$ cat config.mk
export PLATFORM = sky130hd
export DESIGN_NAME = cpu_mem
export DESIGN_NICKNAME = d
export VERILOG_FILES = /design/src/verilog/cpu_pkg.sv /design/src/verilog/cpu_mem.sv
export SDC_FILE = /design/constraint.sdc
export NUM_CORES = 2
export LEC_CHECK = 0
export ABC_AREA = 1
export BUFFER_PORTS_ARGS = -buffer_cell sky130_fd_sc_hd__buf_2
export CAP_MARGIN = 25
export CORE_MARGIN = 2
export CORE_UTILIZATION = 45
export DETAILED_ROUTE_END_ITERATION = 10
export GPL_TIMING_DRIVEN = 1
export SYNTH_ARGS = -nofsm -noshare
export SYNTH_HDL_FRONTEND = slang
export SYNTH_SLANG_ARGS = --single-unit
$ cat constraint.sdc
create_clock -name clk -period 15.99 [get_ports clk]
set_input_delay 2.3985 -clock clk [delete_from_list [all_inputs] [get_ports clk]]
set_output_delay 2.3985 -clock clk [all_outputs]
set_load 0.01 [all_outputs]
$ cat src/verilog/cpu_pkg.sv
// Shared encodings and stage register types of the MIPS pipeline, imported by every stage.
`default_nettype none

package cpu_pkg;

	// ----------------------------------------------------------------------
	// Instruction encodings.
	// ----------------------------------------------------------------------
	localparam logic [5:0] op_rtype = 6'h00;
	localparam logic [5:0] op_j     = 6'h02;
	localparam logic [5:0] op_jal   = 6'h03;
	localparam logic [5:0] op_beq   = 6'h04;
	localparam logic [5:0] op_bne   = 6'h05;
	localparam logic [5:0] op_addiu = 6'h09;
	localparam logic [5:0] op_andi  = 6'h0c;
	localparam logic [5:0] op_ori   = 6'h0d;
	localparam logic [5:0] op_lui   = 6'h0f;
	localparam logic [5:0] op_lw    = 6'h23;
	localparam logic [5:0] op_sw    = 6'h2b;

	// Function field of R-type instructions.
	localparam logic [5:0] fn_sll  = 6'h00;
	localparam logic [5:0] fn_srl  = 6'h02;
	localparam logic [5:0] fn_jr   = 6'h08;
	localparam logic [5:0] fn_jalr = 6'h09;
	localparam logic [5:0] fn_addu = 6'h21;
	localparam logic [5:0] fn_subu = 6'h23;
	localparam logic [5:0] fn_and  = 6'h24;
	localparam logic [5:0] fn_or   = 6'h25;
	localparam logic [5:0] fn_xor  = 6'h26;
	localparam logic [5:0] fn_slt  = 6'h2a;

	// Writeback source select.
	localparam logic [1:0] wb_alu  = 2'd0;
	localparam logic [1:0] wb_load = 2'd1;
	localparam logic [1:0] wb_link = 2'd2;

	typedef enum logic [3:0] {
		alu_add, alu_sub, alu_and, alu_or, alu_xor,
		alu_slt, alu_sll, alu_srl, alu_lui
	} alu_op_e;

	// ----------------------------------------------------------------------
	// Stage registers and side channels.
	// ----------------------------------------------------------------------
	typedef struct packed {
		logic        valid;
		logic [31:0] pc;
		logic [31:0] inst;
	} if_id_t;

	typedef struct packed {
		logic        valid;
		logic [31:0] pc;
		logic [31:0] rfa;
		logic [31:0] rfb;
		logic [31:0] imm;
		logic [4:0]  shamt;
		logic [4:0]  rf_waddr;
		logic        rfw;
		logic [1:0]  wbsource;
		logic        drw;
		alu_op_e     alu_op;
		logic        b_sel;
		logic        br;
		logic        br_ne;
		logic        j;
		logic        jr;
		logic [25:0] jaddr;
	} id_ex_t;

	typedef struct packed {
		logic        valid;
		logic        rfw;
		logic [4:0]  rf_waddr;
		logic [1:0]  wbsource;
		logic        drw;
		logic [31:0] alu_result;
		logic [31:0] sdata;
		logic [31:0] link;
	} ex_mem_t;

	// Register file write port, also the retire output.
	typedef struct packed {
		logic        rfw;
		logic [4:0]  waddr;
		logic [31:0] wdata;
	} wb_t;

	typedef struct packed {
		logic [31:0] addr;
		logic [31:0] data;
	} st_t;

	typedef struct packed {
		logic        taken;
		logic [31:0] target;
	} redirect_t;

endpackage

`default_nettype wire

$ cat src/verilog/cpu_mem.sv
// Memory stage: data memory, store strobe, writeback select and the memory/writeback register.
`default_nettype none
`timescale 1ns/100ps

module cpu_mem #(
	parameter int DMEM_WORDS = 64
) (
	input  wire logic             clk,
	input  wire logic             rst,
	input  wire cpu_pkg::ex_mem_t ex_mem,
	output cpu_pkg::wb_t           wb,
	output logic                   st_valid,
	output cpu_pkg::st_t           st
);

	import cpu_pkg::*;

	localparam int daw = $clog2(DMEM_WORDS);

	logic [31:0] dmem [DMEM_WORDS];
	logic [31:0] ld_data;
	logic [31:0] wdata;

	// Word access only, indexed above the byte offset.
	always_ff @(posedge clk) begin
		if (ex_mem.drw)
			dmem[ex_mem.alu_result[daw+1:2]] <= ex_mem.sdata;
	end

	assign ld_data = dmem[ex_mem.alu_result[daw+1:2]];

	always_comb begin
		case (ex_mem.wbsource)
			wb_load: wdata = ld_data;
			wb_link: wdata = ex_mem.link;
			default: wdata = ex_mem.alu_result;
		endcase
	end

	// ----------------------------------------------------------------------
	// Memory/writeback register and store report.
	// ----------------------------------------------------------------------
	always_ff @(posedge clk) begin
		if (rst) begin
			wb.rfw <= 1'b0;
			st_valid <= 1'b0;
		end else begin
			wb.rfw <= ex_mem.rfw;
			st_valid <= ex_mem.drw;
		end
		wb.waddr <= ex_mem.rf_waddr;
		wb.wdata <= wdata;
		st.addr <= ex_mem.alu_result;
		st.data <= ex_mem.sdata;
	end

	a_store_in_range: assert property (
		@(posedge clk) disable iff (rst)
		ex_mem.drw |-> (ex_mem.alu_result < 32'(DMEM_WORDS * 4))
	);

endmodule

`default_nettype wire

# Word-level counts from Yosys, hierarchy flattened
# Memory sizes are Yosys's and may differ from the RTL's.
# Index checks and enable logic that the tools add are counted.
[word_totals]
memories = 1
word_cells = 12
inputBits = 108
register_bits = 103
output_inout_bits = 103
ram_bits = 2048
[op_classes]
eq_ne = 2
mux = 3
[memory_table]
columns = ["memory", "words", "word_bits", "rd", "rd_clocked_by_memory_dff", "write_ports", "line", "source"]
rows = [
  ["dmem", 64, 32, 1, 0, 1, "cpu_mem.sv:20", "logic [31:0] dmem [DMEM_WORDS];"],
]
[op_table]
columns = ["operator", "count"]
rows = [
  ["32-bit case mux with 2 select lines", 1],
  ["2-bit by 1-bit equality test with 1-bit output (second input constant)", 1],
  ["2-bit equality test (second input constant)", 1],
  ["1-bit two-way mux", 2],
]

# Depth between registers and ports, before layout
[depth]
depth_word = 2
depth_mapped = 17
mapped_depth_nobuf = 13

# Least setup slack after synthesis
# Ideal clock, no wire load.
[synth_timing]
path_kind = "in2reg"
from = "in ex_mem[67] (netlist bit)"
to = "mem dmem[41][0] (enable)"
required_ns = 15.488
setup_ns = 0.502
path_slack_ns = 9.304
n_path_buf = 2
arrival_time_ns = 6.185
path_stages = 5
path_cell_list = "buf_4 > buf_2 > nor2_1 > inv_1 > nor4_1"
[synth_lines]
columns = ["item", "line", "source"]
rows = [
  ["start, declared", "cpu_mem.sv:10", "input wire cpu_pkg::ex_mem_t ex_mem,"],
  ["end, declared", "cpu_mem.sv:20", ""],
]
# Straight into the memory's write port.

# Final worst setup path
[layout_timing]
from = "in ex_mem[67] (netlist bit)"
to = "reg wb[2] (netlist bit)"
[layout_via]
elab_chain_cells = 2
[layout_rtl]
columns = ["item", "line", "source"]
rows = [
  ["memory 64 x 32 bit", "--", ""],
  ["32-bit case mux with 2 select lines", "cpu_mem.sv:33", "case (ex_mem.wbsource)"],
  ["via wdata[2]", "cpu_mem.sv:22", "logic [31:0] wdata;"],
  ["end, declared", "cpu_mem.sv:11", "output cpu_pkg::wb_t wb,"],
]
# The timed path passes the listed nets, and every way through them passes these cells.
# A chain may end at the register's enable or synchronous reset.

==> impl.org <==
** Outcome
- The run finished with clean final reports.

** Clock tree
- Number of buffers inserted by hold repair at cts :: 0
- The H-tree generated during clock tree synthesis spans 4 levels.
- TritonCTS clock tree :: done
- Insertion delay of the later-clocked pin in the worst-skew pair :: 0.86 ns
- Number of gates given a new drive strength after cts :: 0
- Counting every sink on the clock net gives 2151.
- Setup Buffers After CTS :: 0
- Maximum buffer depth of the clock tree :: 3
- Clock Pin Slew Worst Setup and Hold Paths :: 0.06 ns
- Clock tree synthesis inserted a total of 221 buffers.
- The tree is rooted in a sky130_fd_sc_hd__clkbuf_16.

** Detailed routing
- Vias :: 59700
- DRC errors left :: 0
- Number of DRC markers in iteration 0 :: 6002
- Aggregate routed wire length :: 252000 um
- Dividing the detail-routed wire length by the instance count gives 21.7 um.
- In the routed layout, each cell is associated on average with a via count of 5.12.
- Before antenna repair, the detailed router went through 6 iterations.
- Antenna-violating nets left :: 0

** Power and ir drop
- Sequential group share of total power :: 51.9%
- Switching fraction of total power :: 22.7%
- Combinational share of power :: 6.4%
- Clock network fraction of design power :: 41.8%
- For this design the total switching power over the nets is 2.74 mW.
- Standby leakage power :: 41.7 nW
- Internal power summed over all cells :: 9.30 mW
- Max IR drop VDD :: 0.0963 mV
- Ratio of total power to cell area :: 120 nW/um^2

** Timing
- Max Clock Freq :: 139 MHz
- Setup violations remaining at the end of the flow were counted as 0.
- The total count of max-transition violations in the final report was 0.
- Setup total negative slack on the finished layout was measured at 0 ns.
- Final worst slack :: 8.78 ns
- The clock period could shrink to 7.21 ns.
- Dividing the final minimum period by the clock period gives 45.1%.
- Fin Hold WS :: 1.02 ns
- Slew HR :: 23.6%
- Transition at the pin with the smallest max-transition slack :: 1.15 ns
- Final clock skew :: 0.0332 ns
- The total count of hold-check failures in the final report was 0.
- Setup repair after global routing left no endpoint under its margin.

** Die
- In this run the vertical extent of the chip is 449 um.
- The initial utilization of the core area, before any placement, comes to 45.2%.
- Number of top-level design ports :: 211
- The total area inside the core boundary comes to 197000 um^2.
- Die ar. :: 201000 um^2
- Die X :: 449 um
- After floorplanning, the core was divided into 163 placement rows.

** Min path
- Worst hold path class :: reg -> reg

** Yosys
- After synthesis, flip-flops and latches occupy 71.4% of the total area.
- Yosys mapped the design onto 24 distinct sky130hd cell types.
- Cell area after synthesis :: 89000 um^2
- Synth Area per Inst :: 10.3 um^2
- Synth warnings :: 0
- Synthesis inferred 2151 register bits.
- Number of nets produced by synthesis :: 8767
- Syn Inst Count :: 8657

** Final layout
- Layout Utilization :: 50.7%
- Fraction of final layout cells with drive strength greater than 1 :: 8.47%
- Highest-count cells in the layout ignoring fill and taps :: sky130_fd_sc_hd__nand2_1, sky130_fd_sc_hd__edfxtp_1, sky130_fd_sc_hd__clkbuf_16
- Design area :: 99900 um^2
- Leaving out fill and tap cells, the most frequent cell in the layout is sky130_fd_sc_hd__nand2_1.
- From synthesis to final layout, the design area changed by 12.2%.
- Fin nets :: 8924

** Global route
- Global-route wire length before repair :: 369000 um
- Antenna violations before repair :: 19
- Global route total overflow :: 0
- Entering global routing, the biggest net connects 183 pins.
- Via count of the first global-routing pass :: 56400
- Combined global-route utilization of all metal layers :: 24.7%

** Setup path
- The worst setup path is launched from an input port.
- Required @ worst endpoint :: 16.77 ns
- Worst endpoint data arrival time :: 7.99 ns
- Of all nets on the critical path, the largest fanout is 140.
- Element type at the critical path end :: flip-flop
- Crit Path Class :: in -> reg

** Place
- Placement-stage cell area :: 92800 um^2
- At the end of routability-driven placement, the weighted congestion stood at 0.822.
- Placed wire-length estimate :: 127000 um
- Placement-stage worst setup slack :: 8.20 ns
- Port bufs :: 209

** Flow run
- Count of max-cap constraint violations :: 0
## layout make-up
type	count	area, um^2
flip-flops and latches	2151	63600
well taps	2640	3300
inverters	33	164
clock inverters	99	756
diodes	3	7.51
clock buffers	313	6310
repair buffers	369	2400
multi-input cells	6038	23400
fillers	17600	97100
## routing by layer
metal	vias to the layer above	share of wire, %	routed length [um]	global-route usage, %
li1	28300	-	-	-
met1	28800	42	105000	33.1
met2	2155	47	118000	40.0
met3	415	6.8	17200	3.45
met4	2	4.8	12100	11.3
met5	-	0.074	187	0.663
## power groups by stage
stage	combinational, mW	sequential, mW	clock (mW)
detailed placement	0.764	6.36	0
finish	0.767	6.24	5.02
floorplan	0.419	6.37	0
CTS	0.767	6.24	5.09
global placement	0.758	6.36	0
global route	0.846	6.24	5.32
## state kept, by name, summed over array words and instances, names as in the netlist
register	count
dmem	2048
wb	38
st	64
st_valid	1
## cell usage after synthesis
| cell type | count | area (um^2) |
|---|---|---|
| sky130_fd_sc_hd__nand2_1 | 5759 | 21600 |
| sky130_fd_sc_hd__edfxtp_1 | 2048 | 61500 |
| sky130_fd_sc_hd__buf_2 | 198 | 991 |
| sky130_fd_sc_hd__nor2_1 | 171 | 642 |
| sky130_fd_sc_hd__dfxtp_1 | 103 | 2060 |
| sky130_fd_sc_hd__clkbuf_1 | 80 | 300 |
| sky130_fd_sc_hd__buf_4 | 68 | 510 |
| sky130_fd_sc_hd__a21oi_1 | 64 | 320 |
| sky130_fd_sc_hd__buf_1 | 47 | 176 |
| sky130_fd_sc_hd__buf_6 | 41 | 462 |
| sky130_fd_sc_hd__inv_1 | 29 | 109 |
| sky130_fd_sc_hd__nand3_1 | 11 | 55.1 |
| sky130_fd_sc_hd__nor3_2 | 7 | 70.1 |
| sky130_fd_sc_hd__o211ai_1 | 7 | 52.6 |
| sky130_fd_sc_hd__or2_2 | 5 | 31.3 |
| sky130_fd_sc_hd__o21ai_0 | 4 | 20.0 |
| sky130_fd_sc_hd__o21ai_1 | 3 | 15.0 |
| sky130_fd_sc_hd__ha_1 | 2 | 25.0 |
| sky130_fd_sc_hd__inv_2 | 2 | 7.51 |
| sky130_fd_sc_hd__inv_4 | 2 | 12.5 |
| sky130_fd_sc_hd__nand4_1 | 2 | 12.5 |
| sky130_fd_sc_hd__nor4_1 | 2 | 12.5 |
| sky130_fd_sc_hd__buf_8 | 1 | 15.0 |
| sky130_fd_sc_hd__nor3_1 | 1 | 5.00 |
## worst max-delay path: stages
cell and delay (ns):
sky130_fd_sc_hd__buf_8 0.17, sky130_fd_sc_hd__inv_16 0.37, sky130_fd_sc_hd__buf_4 0.82, sky130_fd_sc_hd__buf_12 0.46, sky130_fd_sc_hd__buf_4 0.83, sky130_fd_sc_hd__buf_4 0.94, sky130_fd_sc_hd__nand2_1 0.11, sky130_fd_sc_hd__nand2_1 0.09
sky130_fd_sc_hd__nand2_1 0.05, sky130_fd_sc_hd__nand2_1 0.16, sky130_fd_sc_hd__nand2_1 0.07, sky130_fd_sc_hd__nand2_1 0.08, sky130_fd_sc_hd__nor2_1 0.14, sky130_fd_sc_hd__nand2_1 0.26, sky130_fd_sc_hd__nand2_1 0.09, sky130_fd_sc_hd__a21oi_1 0.14
## metrics by stage
step                      cells  power (mW)
final                     11600        12.0
after global routing      11600        12.4
after CTS                 11600        12.1
after detailed placement  11200        7.12
after global placement    11200        7.12
after floorplan            8657        6.78
## logic make-up after synthesis
logic type / share of synthesized area, %
compound gates: 0.458
buf+inv: 2.90
flops: 71.4
fa+ha+maj: 0.0281
simple gates: 25.2
## worst paths after layout
check               startpoint      to  slack (ns)  cells past startpoint
hold reg to reg   dmem[16][29]  wb[29]        1.02                     12
setup reg to reg  dmem[12][25]  wb[25]       13.66                     12
hold / removal    dmem[16][29]  wb[29]        1.02                     12
setup / recovery    ex_mem[67]   wb[2]        8.78                     16
(Power assumes the default switching activity.)
