[src/verilog/cpu_pkg.sv]
// Shared encodings and stage register types of the MIPS pipeline, imported by every stage.
`default_nettype none

package cpu_pkg;

	// ----------------------------------------------------------------------
	// Instruction encodings.
	// ----------------------------------------------------------------------
	localparam logic [5:0] op_rtype = 6'h00;
	localparam logic [5:0] op_j     = 6'h02;
	localparam logic [5:0] op_jal   = 6'h03;
	localparam logic [5:0] op_beq   = 6'h04;
	localparam logic [5:0] op_bne   = 6'h05;
	localparam logic [5:0] op_addiu = 6'h09;
	localparam logic [5:0] op_andi  = 6'h0c;
	localparam logic [5:0] op_ori   = 6'h0d;
	localparam logic [5:0] op_lui   = 6'h0f;
	localparam logic [5:0] op_lw    = 6'h23;
	localparam logic [5:0] op_sw    = 6'h2b;

	// Function field of R-type instructions.
	localparam logic [5:0] fn_sll  = 6'h00;
	localparam logic [5:0] fn_srl  = 6'h02;
	localparam logic [5:0] fn_jr   = 6'h08;
	localparam logic [5:0] fn_jalr = 6'h09;
	localparam logic [5:0] fn_addu = 6'h21;
	localparam logic [5:0] fn_subu = 6'h23;
	localparam logic [5:0] fn_and  = 6'h24;
	localparam logic [5:0] fn_or   = 6'h25;
	localparam logic [5:0] fn_xor  = 6'h26;
	localparam logic [5:0] fn_slt  = 6'h2a;

	// Writeback source select.
	localparam logic [1:0] wb_alu  = 2'd0;
	localparam logic [1:0] wb_load = 2'd1;
	localparam logic [1:0] wb_link = 2'd2;

	typedef enum logic [3:0] {
		alu_add, alu_sub, alu_and, alu_or, alu_xor,
		alu_slt, alu_sll, alu_srl, alu_lui
	} alu_op_e;

	// ----------------------------------------------------------------------
	// Stage registers and side channels.
	// ----------------------------------------------------------------------
	typedef struct packed {
		logic        valid;
		logic [31:0] pc;
		logic [31:0] inst;
	} if_id_t;

	typedef struct packed {
		logic        valid;
		logic [31:0] pc;
		logic [31:0] rfa;
		logic [31:0] rfb;
		logic [31:0] imm;
		logic [4:0]  shamt;
		logic [4:0]  rf_waddr;
		logic        rfw;
		logic [1:0]  wbsource;
		logic        drw;
		alu_op_e     alu_op;
		logic        b_sel;
		logic        br;
		logic        br_ne;
		logic        j;
		logic        jr;
		logic [25:0] jaddr;
	} id_ex_t;

	typedef struct packed {
		logic        valid;
		logic        rfw;
		logic [4:0]  rf_waddr;
		logic [1:0]  wbsource;
		logic        drw;
		logic [31:0] alu_result;
		logic [31:0] sdata;
		logic [31:0] link;
	} ex_mem_t;

	// Register file write port, also the retire output.
	typedef struct packed {
		logic        rfw;
		logic [4:0]  waddr;
		logic [31:0] wdata;
	} wb_t;

	typedef struct packed {
		logic [31:0] addr;
		logic [31:0] data;
	} st_t;

	typedef struct packed {
		logic        taken;
		logic [31:0] target;
	} redirect_t;

endpackage

`default_nettype wire

[src/verilog/cpu_ex.sv]
// Execute stage: ALU, branch and jump resolution, redirect and the execute/memory register.
`default_nettype none
`timescale 1ns/100ps

module cpu_ex (
	input  wire logic            clk,
	input  wire logic            rst,
	input  wire cpu_pkg::id_ex_t id_ex,
	output cpu_pkg::ex_mem_t      ex_mem,
	output cpu_pkg::redirect_t    redirect
);

	import cpu_pkg::*;

	logic [31:0] op_b;
	logic [31:0] alu_y;
	logic [31:0] pc4;
	logic [31:0] br_target;
	logic [31:0] j_target;
	logic        eq;
	logic        br_taken;

	// ----------------------------------------------------------------------
	// ALU.
	// ----------------------------------------------------------------------
	assign op_b = id_ex.b_sel ? id_ex.imm : id_ex.rfb;

	always_comb begin
		case (id_ex.alu_op)
			alu_add: alu_y = id_ex.rfa + op_b;
			alu_sub: alu_y = id_ex.rfa - op_b;
			alu_and: alu_y = id_ex.rfa & op_b;
			alu_or:  alu_y = id_ex.rfa | op_b;
			alu_xor: alu_y = id_ex.rfa ^ op_b;
			alu_slt: alu_y = {31'd0, $signed(id_ex.rfa) < $signed(op_b)};
			// Shifts take rt as the source and shamt as the distance.
			alu_sll: alu_y = op_b << id_ex.shamt;
			alu_srl: alu_y = op_b >> id_ex.shamt;
			alu_lui: alu_y = {op_b[15:0], 16'h0000};
			default: alu_y = 32'd0;
		endcase
	end

	// ----------------------------------------------------------------------
	// Flow change.
	// ----------------------------------------------------------------------
	assign pc4       = id_ex.pc + 32'd4;
	assign br_target = pc4 + {id_ex.imm[29:0], 2'b00};
	assign j_target  = {pc4[31:28], id_ex.jaddr, 2'b00};
	assign eq        = (id_ex.rfa == id_ex.rfb);
	assign br_taken  = id_ex.br & (eq ^ id_ex.br_ne);

	always_comb begin
		redirect.taken = id_ex.valid & (br_taken | id_ex.j | id_ex.jr);
		if (id_ex.jr)
			redirect.target = id_ex.rfa;
		else if (id_ex.j)
			redirect.target = j_target;
		else
			redirect.target = br_target;
	end

	// Execute/memory register.
	always_ff @(posedge clk) begin
		if (rst) begin
			ex_mem.valid <= 1'b0;
			ex_mem.rfw <= 1'b0;
			ex_mem.drw <= 1'b0;
		end else begin
			ex_mem.valid <= id_ex.valid;
			ex_mem.rfw <= id_ex.rfw & id_ex.valid;
			ex_mem.drw <= id_ex.drw & id_ex.valid;
		end
		ex_mem.rf_waddr <= id_ex.rf_waddr;
		ex_mem.wbsource <= id_ex.wbsource;
		ex_mem.alu_result <= alu_y;
		ex_mem.sdata <= id_ex.rfb;
		ex_mem.link <= pc4;
	end

	// The instruction behind a taken redirect must be squashed.
	a_redirect_squashes: assert property (
		@(posedge clk) disable iff (rst)
		redirect.taken |=> !id_ex.valid
	);

endmodule

`default_nettype wire

[config.mk]
export PLATFORM = sky130hd
export DESIGN_NAME = cpu_ex
export DESIGN_NICKNAME = d
export VERILOG_FILES = /design/src/verilog/cpu_pkg.sv /design/src/verilog/cpu_ex.sv
export SDC_FILE = /design/constraint.sdc
export NUM_CORES = 1
export LEC_CHECK = 0
export BUFFER_PORTS_ARGS = -buffer_cell sky130_fd_sc_hd__buf_2
export CAP_MARGIN = 10
export CELL_PAD_IN_SITES_DETAIL_PLACEMENT = 0
export CELL_PAD_IN_SITES_GLOBAL_PLACEMENT = 1
export CORE_ASPECT_RATIO = 1.25
export CORE_UTILIZATION = 40
export DETAILED_ROUTE_END_ITERATION = 8
export PLACE_DENSITY = 0.82
export SLEW_MARGIN = 40
export SYNTH_ARGS = -nofsm -noshare
export SYNTH_HDL_FRONTEND = slang
export SYNTH_SLANG_ARGS = --single-unit
[constraint.sdc]
create_clock -name clk -period 6.15 [get_ports clk]
set_clock_uncertainty 0.15 [all_clocks]
set_input_delay 0.9225 -clock clk [delete_from_list [all_inputs] [get_ports clk]]
set_output_delay 0.9225 -clock clk [all_outputs]
set_load 0.05 [all_outputs]
=== Word-level counts from Yosys, hierarchy flattened ===
Index checks and enable logic that the tools add are counted.

* Register bits: 106
* Bits in latches: 0
* Memory bits (writable): 0
* Bits in read-only memories: 0
* Input port bits: 180
* Word-level logic and storage cells: 39
* Memories: 0

* $add $sub $neg: 4
* Multiply operators: 0
* Divide/modulo/power cells: 0
* Magnitude comparators: 1
* Equal/unequal tests: 9
* Shifts and indexed selects: 2
* Muxes and demuxes: 4
* Bitwise operators: 10
* Reductions and logical operators: 1

{| class="wikitable"
|+ Operator list
! operator !! number
|-
| 32-bit one-hot mux with 9 select lines || 1
|-
| 32-bit two-way mux || 3
|-
| 32-bit adder || 2
|-
| 32-bit by 3-bit adder with 32-bit output (second input constant) || 1
|-
| 32-bit bitwise AND || 1
|-
| 32-bit equality test || 1
|-
| 32-bit less-than comparator || 1
|-
| 32-bit OR || 1
|-
| 32-bit by 5-bit left shift with 32-bit output || 1
|-
| 32-bit by 5-bit right shift with 32-bit output || 1
|-
| 32-bit subtractor || 1
|-
| 32-bit XOR || 1
|-
| 4-bit by 3-bit equality test with 1-bit output (second input constant) || 4
|-
| 4-bit by 2-bit equality test with 1-bit output (second input constant) || 2
|-
| 1-bit bitwise AND || 4
|-
| 4-bit by 1-bit equality test with 1-bit output (second input constant) || 1
|-
| 4-bit equality test (second input constant) || 1
|-
| 4-bit logical NOT || 1
|-
| 1-bit OR || 2
|-
| 1-bit XOR || 1
|}

=== Depth between registers and ports, before layout ===
* Word-level depth: 6
* Gate-level depth with buffers: 17
* Mapped depth without buffers: 17

=== Least setup slack after synthesis ===
OpenSTA, ideal clock, no wires.

* Path kind: input port to output port
* Start: input port id_ex[149] in the netlist's numbering
* End: output port redirect[30] in the netlist's numbering
* Arrival: 4.866 ns
* Setup slack: 0.211 ns
* Cell stages on the path: 17
* Buffers on the path: 0
* Cell sequence: and3_1 > and2_1 > nand4_1 > nor3_1 > nand2_1 > xnor2_1 > ha_1 > a21o_1 > a21o_1 > a21o_1 > a21o_1 > a21o_1 > a211oi_1 > a21oi_1 > xnor2_1 > o21ai_0 > a21boi_0

{| class="wikitable"
|+ RTL lines
! item !! RTL line !! RTL
|-
| from (decl) || cpu_ex.sv:8 || <nowiki>input wire cpu_pkg::id_ex_t id_ex,</nowiki>
|-
| to (decl) || cpu_ex.sv:10 || <nowiki>output cpu_pkg::redirect_t redirect</nowiki>
|}

==> results.py <==
metrics = {
    "cells_and_area": {
        "stdcell_count": 2525,
        "multi_input_area_um2": 10800,
        "seqCellArea_um2": 2120,
        "top_register": "ex_mem",
        "drive_gt1_frac": 0.231,
        "reg_top3": "ex_mem: 106 flops",
        "largest_register_ffs": 106,
        "final_util": 0.482,
        "areaGrowthSynthToFinish_pct": 18.6,
        "fill_cells": 3484,
        "diodes": 0,
        "nNetsFinal": 2406,
    },
    "power": {
        "p_leak_nw": 7.44,
        "clkPwrFrac": 0.199,
        "p_switching_mw": 1.61,
        "seq_power_share": 0.233,
        "pwr-share-comb": 0.568,
        "ir_drop_v": 0.000123,
        "p_int_mw": 1.65,
        "switching_share": 0.494,
        "pwr_density_cell_nw_per_um2": 201,
    },
    "floorplanning": {
        "core_area_um2": 33700,
        "pin_count": 319,
        "fp-row-count": 75,
        "dieArea_um2": 35000,
        "die_w_um": 168,
        "die_y_um": 209,
        "start_util": 0.407,
    },
    "synth": {
        "synth_edf_count": 0,
        "synth_cell_types": 84,
        "synthFlopType": "dfxtp_1",
        "yosys.area.top_type": "dfxtp_1",
        "yosysSeqAreaShare": 0.155,
        "avgSynthCellArea_um2": 7.53,
        "synth_top_area_frac": 0.155,
        "netlist_top_cells_area": "dfxtp_1 (15%), ha_1 (12%), mux2i_1 (6.9%), a21oi_1 (5.4%), nor2_1 (5.3%)",
        "synth.net_count": 2128,
        "ys_ff_latch": 106,
        "synth_cells": 1819,
        "ys_async_sr_fraction": 0,
        "yosys_warnings": 0,
        "syn_area_um2": 13700,
    },
    "clock_network": {
        "post_cts_buffers": 0,
        "cts_sinks": 106,
        "htreeDepth": 3,
        "cts_tree": "built",
        "cts.path.max_buffers": 2,
        "clk_pin_slew_ns": 0.09,
        "cts-buffers-inserted": 9,
        "cts_root_buffer": "clkbuf_16",
    },
    "critical_path": {
        "start_kind": "input pin",
        "cp.arrival_ns": 4.83,
        "end_kind": "output pin",
        "crit_required_ns": 5.08,
        "path_class": "in2out",
        "worstPathMaxFanout": 6,
    },
    "sta": {
        "finalMaxSlewViolations": 0,
        "tightest_slew_ns": 0.973,
        "min_period_over_period": 0.959,
        "whs_ns": 0.480,
        "final.min_clock_period_ns": 5.90,
        "fin_tns_setup_ns": 0,
        "relSlewSlack": 0.349,
        "fmax_mhz": 169,
        "rsz0062_at_grt": "no",
        "hold_viol": 0,
        "setup_violations": 0,
    },
    "global_route": {
        "grt_util_all_layers": 0.411,
        "grt_start_max_net_pins": 65,
        "grt_pass1_wl_um": 105000,
        "overflow": 0,
        "antenna_found_initial": 3,
        "grt_pass1_vias": 15500,
    },
    "routing": {
        "wire_per_inst_um": 28.9,
        "routed_wl_um": 73000,
        "vias_per_cell": 6.39,
        "ant_nets": 0,
        "num_vias": 16100,
        "drcViolationCount": 0,
        "drt_iter0_markers": 1787,
        "dr.pass1.iters": 6,
    },
    "flow_run": {
        "max_cap_violations": 0,
    },
    "placed_design": {
        "hpwlAfterDp_um": 59400,
        "gp_congestion": 1.07,
        "port_buffers": 318,
        "place_inst": 2509,
    },
    "status": {
        "status": "complete, no violations",
    },
    "worst_hold_path": {
        "hp-class": "in2reg",
    },
}
[synth_stat cells, types with 14 or more instances]
master and n:
a211oi_1 40, xnor2_1 82, nand2_1 134, and3_1 18, o21bai_1 14, a21oi_1 148
nand4_1 24, mux2i_1 95, dfxtp_1 106, nand3_1 35, nor3_1 43, a21o_1 33
a221oi_1 16, xor2_1 25, mux4_2 32, clkbuf_1 81, ha_1 126, mux2_2 20
o21ai_0 131, o22ai_1 20, nor2_1 193, inv_1 95, nand2b_1 16, nor2b_1 19
a31oi_1 17, a22oi_1 19, buf_1 22, o211ai_1 17
[layer usage]
metal | vias to the layer above | wire, µm | global-route usage
met5 | - | 42 | 0
met4 | 6 | 4000 | 0.217
met3 | 181 | 6140 | 0.0697
met2 | 999 | 34800 | 0.693
met1 | 7738 | 28000 | 0.498
li1 | 7221 | - | -
[critical path, cell delays in order]
cell      delay, ns
buf_2          0.12
and3_1         0.18
and2_1         0.19
nand4_1        0.29
nor3_1         0.28
buf_4          0.17
nand2_1        0.06
xnor2_1        0.19
ha_1           0.32
a21o_1         0.22
a21o_1         0.17
a21o_1         0.18
a21o_1         0.17
a21o_1         0.18
a211oi_2       0.24
a21oi_1        0.11
xnor2_1        0.12
o21ai_0        0.14
a21boi_0       0.23
buf_4          0.20
buf_12         0.14
[power groups by stage]
stage / Clock (mW) / Combinational (mW) / Sequential [mW]
detailed placement: 0 / 1.80 / 0.775
global placement: 0 / 1.80 / 0.775
CTS: 0.655 / 1.81 / 0.760
floorplan: 0 / 0.966 / 0.974
finish: 0.651 / 1.85 / 0.759
global route: 0.677 / 1.94 / 0.762
[cells by family after synthesis]
group	count (synthesis)	share of synthesized area
simple gates	549	0.189
xor+xnor	107	0.0684
mux	148	0.139
compound gates	565	0.268
fa+ha+maj	129	0.119
flops	106	0.155
buf+inv	215	0.0611
[cell type report]
| cell class | instances | share of cell area |
|---|---|---|
| clock buffer | 9 | 0.0139 |
| multi-input combinational | 1498 | 0.665 |
| sequential | 106 | 0.131 |
| inverter | 97 | 0.0224 |
| timing repair buffer | 385 | 0.131 |
| tap | 423 | 0.0326 |
| clock inverter | 7 | 0.00493 |
[timing repair]
action,CTS,global route
setup endpoints to repair,0,5
gates resized for setup,0,5
hold buffers,0,0
[cells in the final DEF, fill, tap and decap left out, types with 7 or more instances in the layout]
cell type,instances
nor2_1,192
and2_1,12
buf_4,67
a211oi_1,39
a221oi_1,16
mux2_2,20
nand4_1,24
or3_1,8
o21a_1,10
mux2i_1,94
o221ai_1,9
nand2_1,133
dfxtp_1,106
o31ai_1,10
clkbuf_16,9
o2111ai_1,8
nor4_1,11
a311oi_1,7
o211ai_1,17
and4_1,7
nand3_1,34
o21bai_1,14
buf_2,316
inv_1,95
xnor2_1,82
o22ai_1,20
a21oi_1,148
a21o_1,33
mux4_2,32
xor2_1,25
o21ai_0,129
a31oi_1,17
nand2b_1,16
nor2b_1,19
a22oi_1,19
and3_1,18
nor3_1,41
ha_1,126
[worst paths after layout]
kind / to / start / cells after the start
max: redirect[30] / id_ex[149] / 21
min: ex_mem[1] / id_ex[146] / 1
[per-stage QoR]
step                      instance area, µm²  setup slack (ns)  total power, mW
after floorplan                        13700             0.211             1.94
after global placement                 15900             0.227             2.57
after detailed placement               15900             0.186             2.57
after CTS                              16200             0.177             3.22
after global routing                   16300            0.0122             3.38
final                                  16300             0.249             3.26
(Power assumes the default switching activity.)
