### src/verilog/cpu_pkg.sv
// Shared encodings and stage register types of the MIPS pipeline, imported by every stage.
`default_nettype none

package cpu_pkg;

	// ----------------------------------------------------------------------
	// Instruction encodings.
	// ----------------------------------------------------------------------
	localparam logic [5:0] op_rtype = 6'h00;
	localparam logic [5:0] op_j     = 6'h02;
	localparam logic [5:0] op_jal   = 6'h03;
	localparam logic [5:0] op_beq   = 6'h04;
	localparam logic [5:0] op_bne   = 6'h05;
	localparam logic [5:0] op_addiu = 6'h09;
	localparam logic [5:0] op_andi  = 6'h0c;
	localparam logic [5:0] op_ori   = 6'h0d;
	localparam logic [5:0] op_lui   = 6'h0f;
	localparam logic [5:0] op_lw    = 6'h23;
	localparam logic [5:0] op_sw    = 6'h2b;

	// Function field of R-type instructions.
	localparam logic [5:0] fn_sll  = 6'h00;
	localparam logic [5:0] fn_srl  = 6'h02;
	localparam logic [5:0] fn_jr   = 6'h08;
	localparam logic [5:0] fn_jalr = 6'h09;
	localparam logic [5:0] fn_addu = 6'h21;
	localparam logic [5:0] fn_subu = 6'h23;
	localparam logic [5:0] fn_and  = 6'h24;
	localparam logic [5:0] fn_or   = 6'h25;
	localparam logic [5:0] fn_xor  = 6'h26;
	localparam logic [5:0] fn_slt  = 6'h2a;

	// Writeback source select.
	localparam logic [1:0] wb_alu  = 2'd0;
	localparam logic [1:0] wb_load = 2'd1;
	localparam logic [1:0] wb_link = 2'd2;

	typedef enum logic [3:0] {
		alu_add, alu_sub, alu_and, alu_or, alu_xor,
		alu_slt, alu_sll, alu_srl, alu_lui
	} alu_op_e;

	// ----------------------------------------------------------------------
	// Stage registers and side channels.
	// ----------------------------------------------------------------------
	typedef struct packed {
		logic        valid;
		logic [31:0] pc;
		logic [31:0] inst;
	} if_id_t;

	typedef struct packed {
		logic        valid;
		logic [31:0] pc;
		logic [31:0] rfa;
		logic [31:0] rfb;
		logic [31:0] imm;
		logic [4:0]  shamt;
		logic [4:0]  rf_waddr;
		logic        rfw;
		logic [1:0]  wbsource;
		logic        drw;
		alu_op_e     alu_op;
		logic        b_sel;
		logic        br;
		logic        br_ne;
		logic        j;
		logic        jr;
		logic [25:0] jaddr;
	} id_ex_t;

	typedef struct packed {
		logic        valid;
		logic        rfw;
		logic [4:0]  rf_waddr;
		logic [1:0]  wbsource;
		logic        drw;
		logic [31:0] alu_result;
		logic [31:0] sdata;
		logic [31:0] link;
	} ex_mem_t;

	// Register file write port, also the retire output.
	typedef struct packed {
		logic        rfw;
		logic [4:0]  waddr;
		logic [31:0] wdata;
	} wb_t;

	typedef struct packed {
		logic [31:0] addr;
		logic [31:0] data;
	} st_t;

	typedef struct packed {
		logic        taken;
		logic [31:0] target;
	} redirect_t;

endpackage

`default_nettype wire

### src/verilog/cpu_id.sv
// Decode stage: register file, control decode and the decode/execute register.
`default_nettype none
`timescale 1ns/100ps

module cpu_id (
	input  wire logic               clk,
	input  wire logic               rst,
	input  wire cpu_pkg::if_id_t    if_id,
	input  wire cpu_pkg::wb_t       wb,
	input  wire cpu_pkg::redirect_t redirect,
	output cpu_pkg::id_ex_t          id_ex
);

	import cpu_pkg::*;

	logic [31:0] rf [31:1];

	logic [5:0]  opcode;
	logic [5:0]  funct;
	logic [4:0]  rs;
	logic [4:0]  rt;
	logic [4:0]  rd;
	logic [15:0] imm16;
	logic [31:0] rfa;
	logic [31:0] rfb;

	logic        c_rfw;
	logic [1:0]  c_wbsource;
	logic        c_drw;
	alu_op_e     c_alu;
	logic        c_zext;
	logic        c_bsel;
	logic        c_dst_rd;
	logic        c_dst_31;
	logic        c_br;
	logic        c_br_ne;
	logic        c_j;
	logic        c_jr;

	id_ex_t      dec;

	// Instruction fields.
	assign opcode = if_id.inst[31:26];
	assign rs     = if_id.inst[25:21];
	assign rt     = if_id.inst[20:16];
	assign rd     = if_id.inst[15:11];
	assign imm16  = if_id.inst[15:0];
	assign funct  = if_id.inst[5:0];

	// ----------------------------------------------------------------------
	// Register file, written on the falling edge by writeback.
	// ----------------------------------------------------------------------
	always_ff @(negedge clk) begin
		if (wb.rfw && wb.waddr != 5'd0)
			rf[wb.waddr] <= wb.wdata;
	end

	assign rfa = (rs == 5'd0) ? 32'd0 : rf[rs];
	assign rfb = (rt == 5'd0) ? 32'd0 : rf[rt];

	// ----------------------------------------------------------------------
	// Control decode. Anything not listed decodes as a nop.
	// ----------------------------------------------------------------------
	always_comb begin
		c_rfw = 1'b0;
		c_wbsource = wb_alu;
		c_drw = 1'b0;
		c_alu = alu_add;
		c_zext = 1'b0;
		c_bsel = 1'b0;
		c_dst_rd = 1'b0;
		c_dst_31 = 1'b0;
		c_br = 1'b0;
		c_br_ne = 1'b0;
		c_j = 1'b0;
		c_jr = 1'b0;
		case (opcode)
			op_rtype: begin
				c_dst_rd = 1'b1;
				case (funct)
					fn_addu: begin c_rfw = 1'b1; c_alu = alu_add; end
					fn_subu: begin c_rfw = 1'b1; c_alu = alu_sub; end
					fn_and:  begin c_rfw = 1'b1; c_alu = alu_and; end
					fn_or:   begin c_rfw = 1'b1; c_alu = alu_or;  end
					fn_xor:  begin c_rfw = 1'b1; c_alu = alu_xor; end
					fn_slt:  begin c_rfw = 1'b1; c_alu = alu_slt; end
					fn_sll:  begin c_rfw = 1'b1; c_alu = alu_sll; end
					fn_srl:  begin c_rfw = 1'b1; c_alu = alu_srl; end
					// Jr only redirects.
					fn_jr:   c_jr = 1'b1;
					fn_jalr: begin c_jr = 1'b1; c_rfw = 1'b1; c_wbsource = wb_link; end
					default: ;
				endcase
			end
			op_addiu: begin c_rfw = 1'b1; c_bsel = 1'b1; end
			op_andi:  begin c_rfw = 1'b1; c_bsel = 1'b1; c_zext = 1'b1; c_alu = alu_and; end
			op_ori:   begin c_rfw = 1'b1; c_bsel = 1'b1; c_zext = 1'b1; c_alu = alu_or; end
			op_lui:   begin c_rfw = 1'b1; c_bsel = 1'b1; c_alu = alu_lui; end
			op_lw:    begin c_rfw = 1'b1; c_bsel = 1'b1; c_wbsource = wb_load; end
			op_sw:    begin c_drw = 1'b1; c_bsel = 1'b1; end
			op_beq:   c_br = 1'b1;
			op_bne:   begin c_br = 1'b1; c_br_ne = 1'b1; end
			op_j:     c_j = 1'b1;
			op_jal:   begin c_j = 1'b1; c_rfw = 1'b1; c_wbsource = wb_link; c_dst_31 = 1'b1; end
			default: ;
		endcase
	end

	always_comb begin
		dec.valid    = if_id.valid;
		dec.pc       = if_id.pc;
		dec.rfa      = rfa;
		dec.rfb      = rfb;
		dec.imm      = c_zext ? {16'h0000, imm16} : {{16{imm16[15]}}, imm16};
		dec.shamt    = if_id.inst[10:6];
		dec.rf_waddr = c_dst_31 ? 5'd31 : (c_dst_rd ? rd : rt);
		dec.rfw      = c_rfw & if_id.valid;
		dec.wbsource = c_wbsource;
		dec.drw      = c_drw & if_id.valid;
		dec.alu_op   = c_alu;
		dec.b_sel    = c_bsel;
		dec.br       = c_br;
		dec.br_ne    = c_br_ne;
		dec.j        = c_j;
		dec.jr       = c_jr;
		dec.jaddr    = if_id.inst[25:0];
	end

	// Decode/execute register. A taken redirect squashes the younger instruction.
	always_ff @(posedge clk) begin
		id_ex <= dec;
		if (rst || redirect.taken) begin
			id_ex.valid <= 1'b0;
			id_ex.rfw <= 1'b0;
			id_ex.drw <= 1'b0;
		end
	end

	a_rfw_needs_valid: assert property (
		@(posedge clk) disable iff (rst)
		!id_ex.valid |-> !id_ex.rfw
	);

endmodule

`default_nettype wire

### config.mk
export PLATFORM = sky130hd
export DESIGN_NAME = cpu_id
export DESIGN_NICKNAME = d
export VERILOG_FILES = /design/src/verilog/cpu_pkg.sv /design/src/verilog/cpu_id.sv
export SDC_FILE = /design/constraint.sdc
export NUM_CORES = 2
export LEC_CHECK = 0
export BUFFER_PORTS_ARGS = -buffer_cell sky130_fd_sc_hd__buf_2
export CAP_MARGIN = 20
export CORE_MARGIN = 5
export CORE_UTILIZATION = 65
export DETAILED_ROUTE_END_ITERATION = 12
export MAX_ROUTING_LAYER = met4
export PLACE_DENSITY = 0.85
export RECOVER_POWER = 25
export SLEW_MARGIN = 20
export SYNTH_ARGS = -nofsm -noshare
export SYNTH_HDL_FRONTEND = slang
export SYNTH_SLANG_ARGS = --single-unit
### constraint.sdc
create_clock -name clk -period 11.7 [get_ports clk]
set_input_delay 0.585 -clock clk [delete_from_list [all_inputs] [get_ports clk]]
set_output_delay 0.585 -clock clk [all_outputs]
set_load 0.03 [all_outputs]
**Word-level counts from Yosys, hierarchy flattened**

Memory sizes are Yosys's and may differ from the RTL's. A register that Yosys moved wholly into a read port is not among the register bits.
Index checks and enable logic that the tools add are counted.

- ROM bits: 0
- Output and inout port bits: 178
- Register bits after elaboration: 99
- Memories kept: 1
- Bits in writable memories: 992
- Bits in latches: 0

- Order comparisons: 0
- Multiply operators: 0
- Muxes and demuxes: 18
- Equality and inequality tests: 19
- $add $sub $neg: 0
- Reductions and logical operators: 14
- Shift operators: 0
- Divide/modulo/power cells: 0
- Bitwise logic cells: 2

Memory list:

| name | depth | bits a word | rd ports | clocked after memory_dff | wr ports | RTL line | RTL |
|---|---|---|---|---|---|---|---|
| rf | 31 | 32 | 2 | 2 | 1 | cpu_id.sv:16 | `logic [31:0] rf [31:1];` |

Operators by type and width:

| cell | number |
|---|---|
| $eq 6x6->1 const B | 8 |
| $eq 6x4->1 const B | 6 |
| $pmux 3 s7 | 1 |
| $eq 6x2->1 const B | 3 |
| $pmux 4 s4 | 1 |
| $eq 6x3->1 const B | 2 |
| $logic_not 6->1 | 2 |
| $mux 1 | 12 |
| $reduce_or 6->1 | 2 |
| $logic_not 5->1 | 2 |
| $reduce_or 9->1 | 1 |
| $reduce_or 2->1 | 4 |
| $pmux 2 s3 | 1 |
| $mux 5 | 1 |
| $reduce_bool 5->1 | 1 |
| $and 1x1->1 | 2 |
| $mux 2 | 1 |
| $pmux 1 s2 | 1 |
| $logic_and 1x1->1 | 1 |
| $logic_or 1x1->1 | 1 |

**Longest topological paths before layout**

- Word-level depth: 5
- Mapped depth: 9
- Gate-level depth less buffers: 4

==> results.tsv <==
metric	value	unit
Via density	7.084	
Hold Path Stages	1	
vias in the first global route	38670	
most frequent cell after synthesis	edfxtp_1	
cts hold-fix bufs	38	
Core Rows	101	
GRT Util Overall	0.3912	
crit path launch type	input pin	
dominant cell type by area after synthesis	edfxtp_1	
Leakage	23.77	nW
Clock Path Buffers	3	
fraction of registers with async set/reset	0	
drt initial violations	5920	
Reg area	32630	µm²
Post-Syn Nets	2894	
crit path max fanout	66	
peak supply drop	0.1333	mV
most frequent cells after synthesis	992 x edfxtp_1, 348 x mux4_2, 288 x mux2i_1	
Yosys top cell area share	0.5947	
final-stage net count	4135	
multi-input combinational cell area	16170	µm²
worst clock skew	0.03857	ns
min Tclk post-route	8.431	ns
die area	82720	µm²
Slew @ Worst Pin	6.185	ns
Worst R2R Start	rf[4][27]	
cts bufs inserted	114	
clk sinks	1134	
kind of end point of the critical path	flip-flop	
first-pass GRT wire length	230.2	mm
fill count	3827	
postcts setup bufs	0	
failing checks	capacitance limit, slew limit	
initial antenna violation count	5	
GPL Wtd Cong	0.8987	
Reg2Reg Setup Slack	3.59	ns
Routed Antenna Nets	0	
Die Ht	287.6	µm
initial core utilization	0.6574	
worst r2r dst	id_ex[108]	
Seq/Total Area, Yosys	0.6514	
crit path kind	input pin to flip-flop	
Fmax	0.1186	GHz
top post-synthesis cells by area	edfxtp_1 59%, mux4_2 16%, mux2i_1 5.8%	
GRT met1 Usage	0.4356	
Total Neg Setup Slack	0	ns
busiest grt layer	met2	
Final Hold Viols	0	
Chip Width	287.6	µm
max_cap viols	11	
synth-to-layout area growth	19.49	%
WL/cell	31.03	µm
largest net degree at the start of global routing	138	
DRC	0	
Root Driver	clkbuf_16	
r2r worst-path depth	4	
Post-synth top flop	edfxtp_1	
post-synth cell types	60	
Final Cycle Share	0.7206	
core footprint	76200	µm²
Slew HR	-3.123	
fin. max-slew vios	461	
grt total ovfl	0	
DR pass1 iterations	8	
layout cells sized above 1	0.1933	
status	finished, violations left	
PD cells	178.0	nW/µm²
Min-Delay Path Class	input pin to flip-flop	
I/O pin cnt	316	
cells after synthesis	2756	
Post-synth EDFFs	992	
Worst EP required	11.96	ns
PortBufs	283	
dpl cell area	52150	µm²
Ys Warns	0	
clock latency at the later pin of the worst-skew pair	0.73	ns
hold_sp	if_id[40]	
H-tree Lvls	3	
RSZ-0062 raised after global routing	false	
CTS tree	done	
via count	36380	
Worst Hold Path EP	id_ex[153]	
Critical Path AT	8.69	ns
met2 Use GR	0.5952	
hpwl dp	80.14	mm
post-cts resize count	0	
Yosys reg bits	1134	
clock-pin slew on the worst setup and hold paths	0.06	ns
final instance area	59850	µm²
syn_area_per_cell	18.18	µm²
final WL	159.3	mm
met3 Use GR	0.1268	
final setup fails	0	
Post-Syn Area	50090	µm²
[routing by layer]
metal,vias up,wire [µm]
met5,-,0
met4,0,13090
met3,1032,23370
met2,4031,75090
met1,17250,47790
li1,14070,-
[worst max path at each step]
stage / slack [ns] / to / start / cells after the start
3_3_place_gp: 3.16 / rf[7][1] / wb[32] / 4
3_5_place_dp: 3.06 / rf[10][29] / wb[35] / 5
2_1_floorplan: 0.85 / rf[19][0] / wb[32] / 3
5_1_grt: 2.63 / id_ex[108] / if_id[16] / 7
6_report: 3.27 / id_ex[108] / if_id[16] / 7
4_1_cts: 3.76 / rf[10][2] / wb[35] / 5
[report_power, final]
part | internal [mW] | switching, mW | total (mW)
combinational | 0.292 | 0.538 | 0.830
clock | 2.62 | 2.66 | 5.28
sequential | 4.51 | 0.0385 | 4.55
total | 7.42 | 3.24 | 10.7
[metrics by stage]
stage / std cells / util / worst slack (ns) / hold WS, ns / total power, mW
CTS: 5128 / 0.7895 / 3.759 / 0.006388 / 10.65
floorplan: 2756 / - / 0.8462 / 0.6127 / 5.621
global placement: 3882 / 0.6844 / 3.164 / 0.6887 / 5.861
detailed placement: 3882 / 0.6844 / 3.059 / 0.6886 / 5.887
global route: 5133 / 0.7854 / 2.625 / 0.03613 / 11.16
finish: 5135 / 0.7855 / 3.269 / 0.04715 / 10.66
[layout make-up]
| type | count | share of cell area |
|---|---|---|
| timing repair buffer | 392 | 0.03499 |
| tap | 1030 | 0.02153 |
| multi-input combinational | 1358 | 0.2702 |
| antenna | 7 | 0.0002927 |
| clock inverter | 1078 | 0.07603 |
| sequential | 1134 | 0.5452 |
| inverter | 5 | 0.0003136 |
| clock buffer | 131 | 0.05149 |
[worst max-delay path, stage by stage]
cell	delay [ns]
clkbuf_1	4.23
buf_4	1.27
buf_4	0.91
mux4_2	0.59
and2_1	0.19
o31ai_1	0.48
a32oi_1	0.27
[placed cells by master (no fill, tap or decap), types with 30 or more instances in the layout]
master and instances:
clkbuf_1 234, clkbuf_16 118, edfxtp_1 992, a211oi_1 32
nand2_1 59, mux4_2 348, nor2_1 69, inv_1 1017
a22oi_1 38, a221oi_1 57, o22ai_1 30, dlygate4sd3_1 38
dfxtp_1 142, a32oi_1 30, and2_1 35, mux2_2 75
mux2i_1 288, buf_4 60, o21ai_0 37, buf_2 56
[state kept, by name, indices dropped and copies added (netlist names)]
name	cells
rf	992
id_ex	142
[cell families after synthesis]
logic type | after synthesis | share of synthesized area
DFF | 1134 | 0.6514
muxes | 711 | 0.2309
AOI/OAI and AO/OA | 380 | 0.06027
and+or+nand+nor | 265 | 0.02590
buffers and inverters | 264 | 0.03117
xor gates and xnor gates | 2 | 0.0003498
Power figures use the tool's default switching activity.
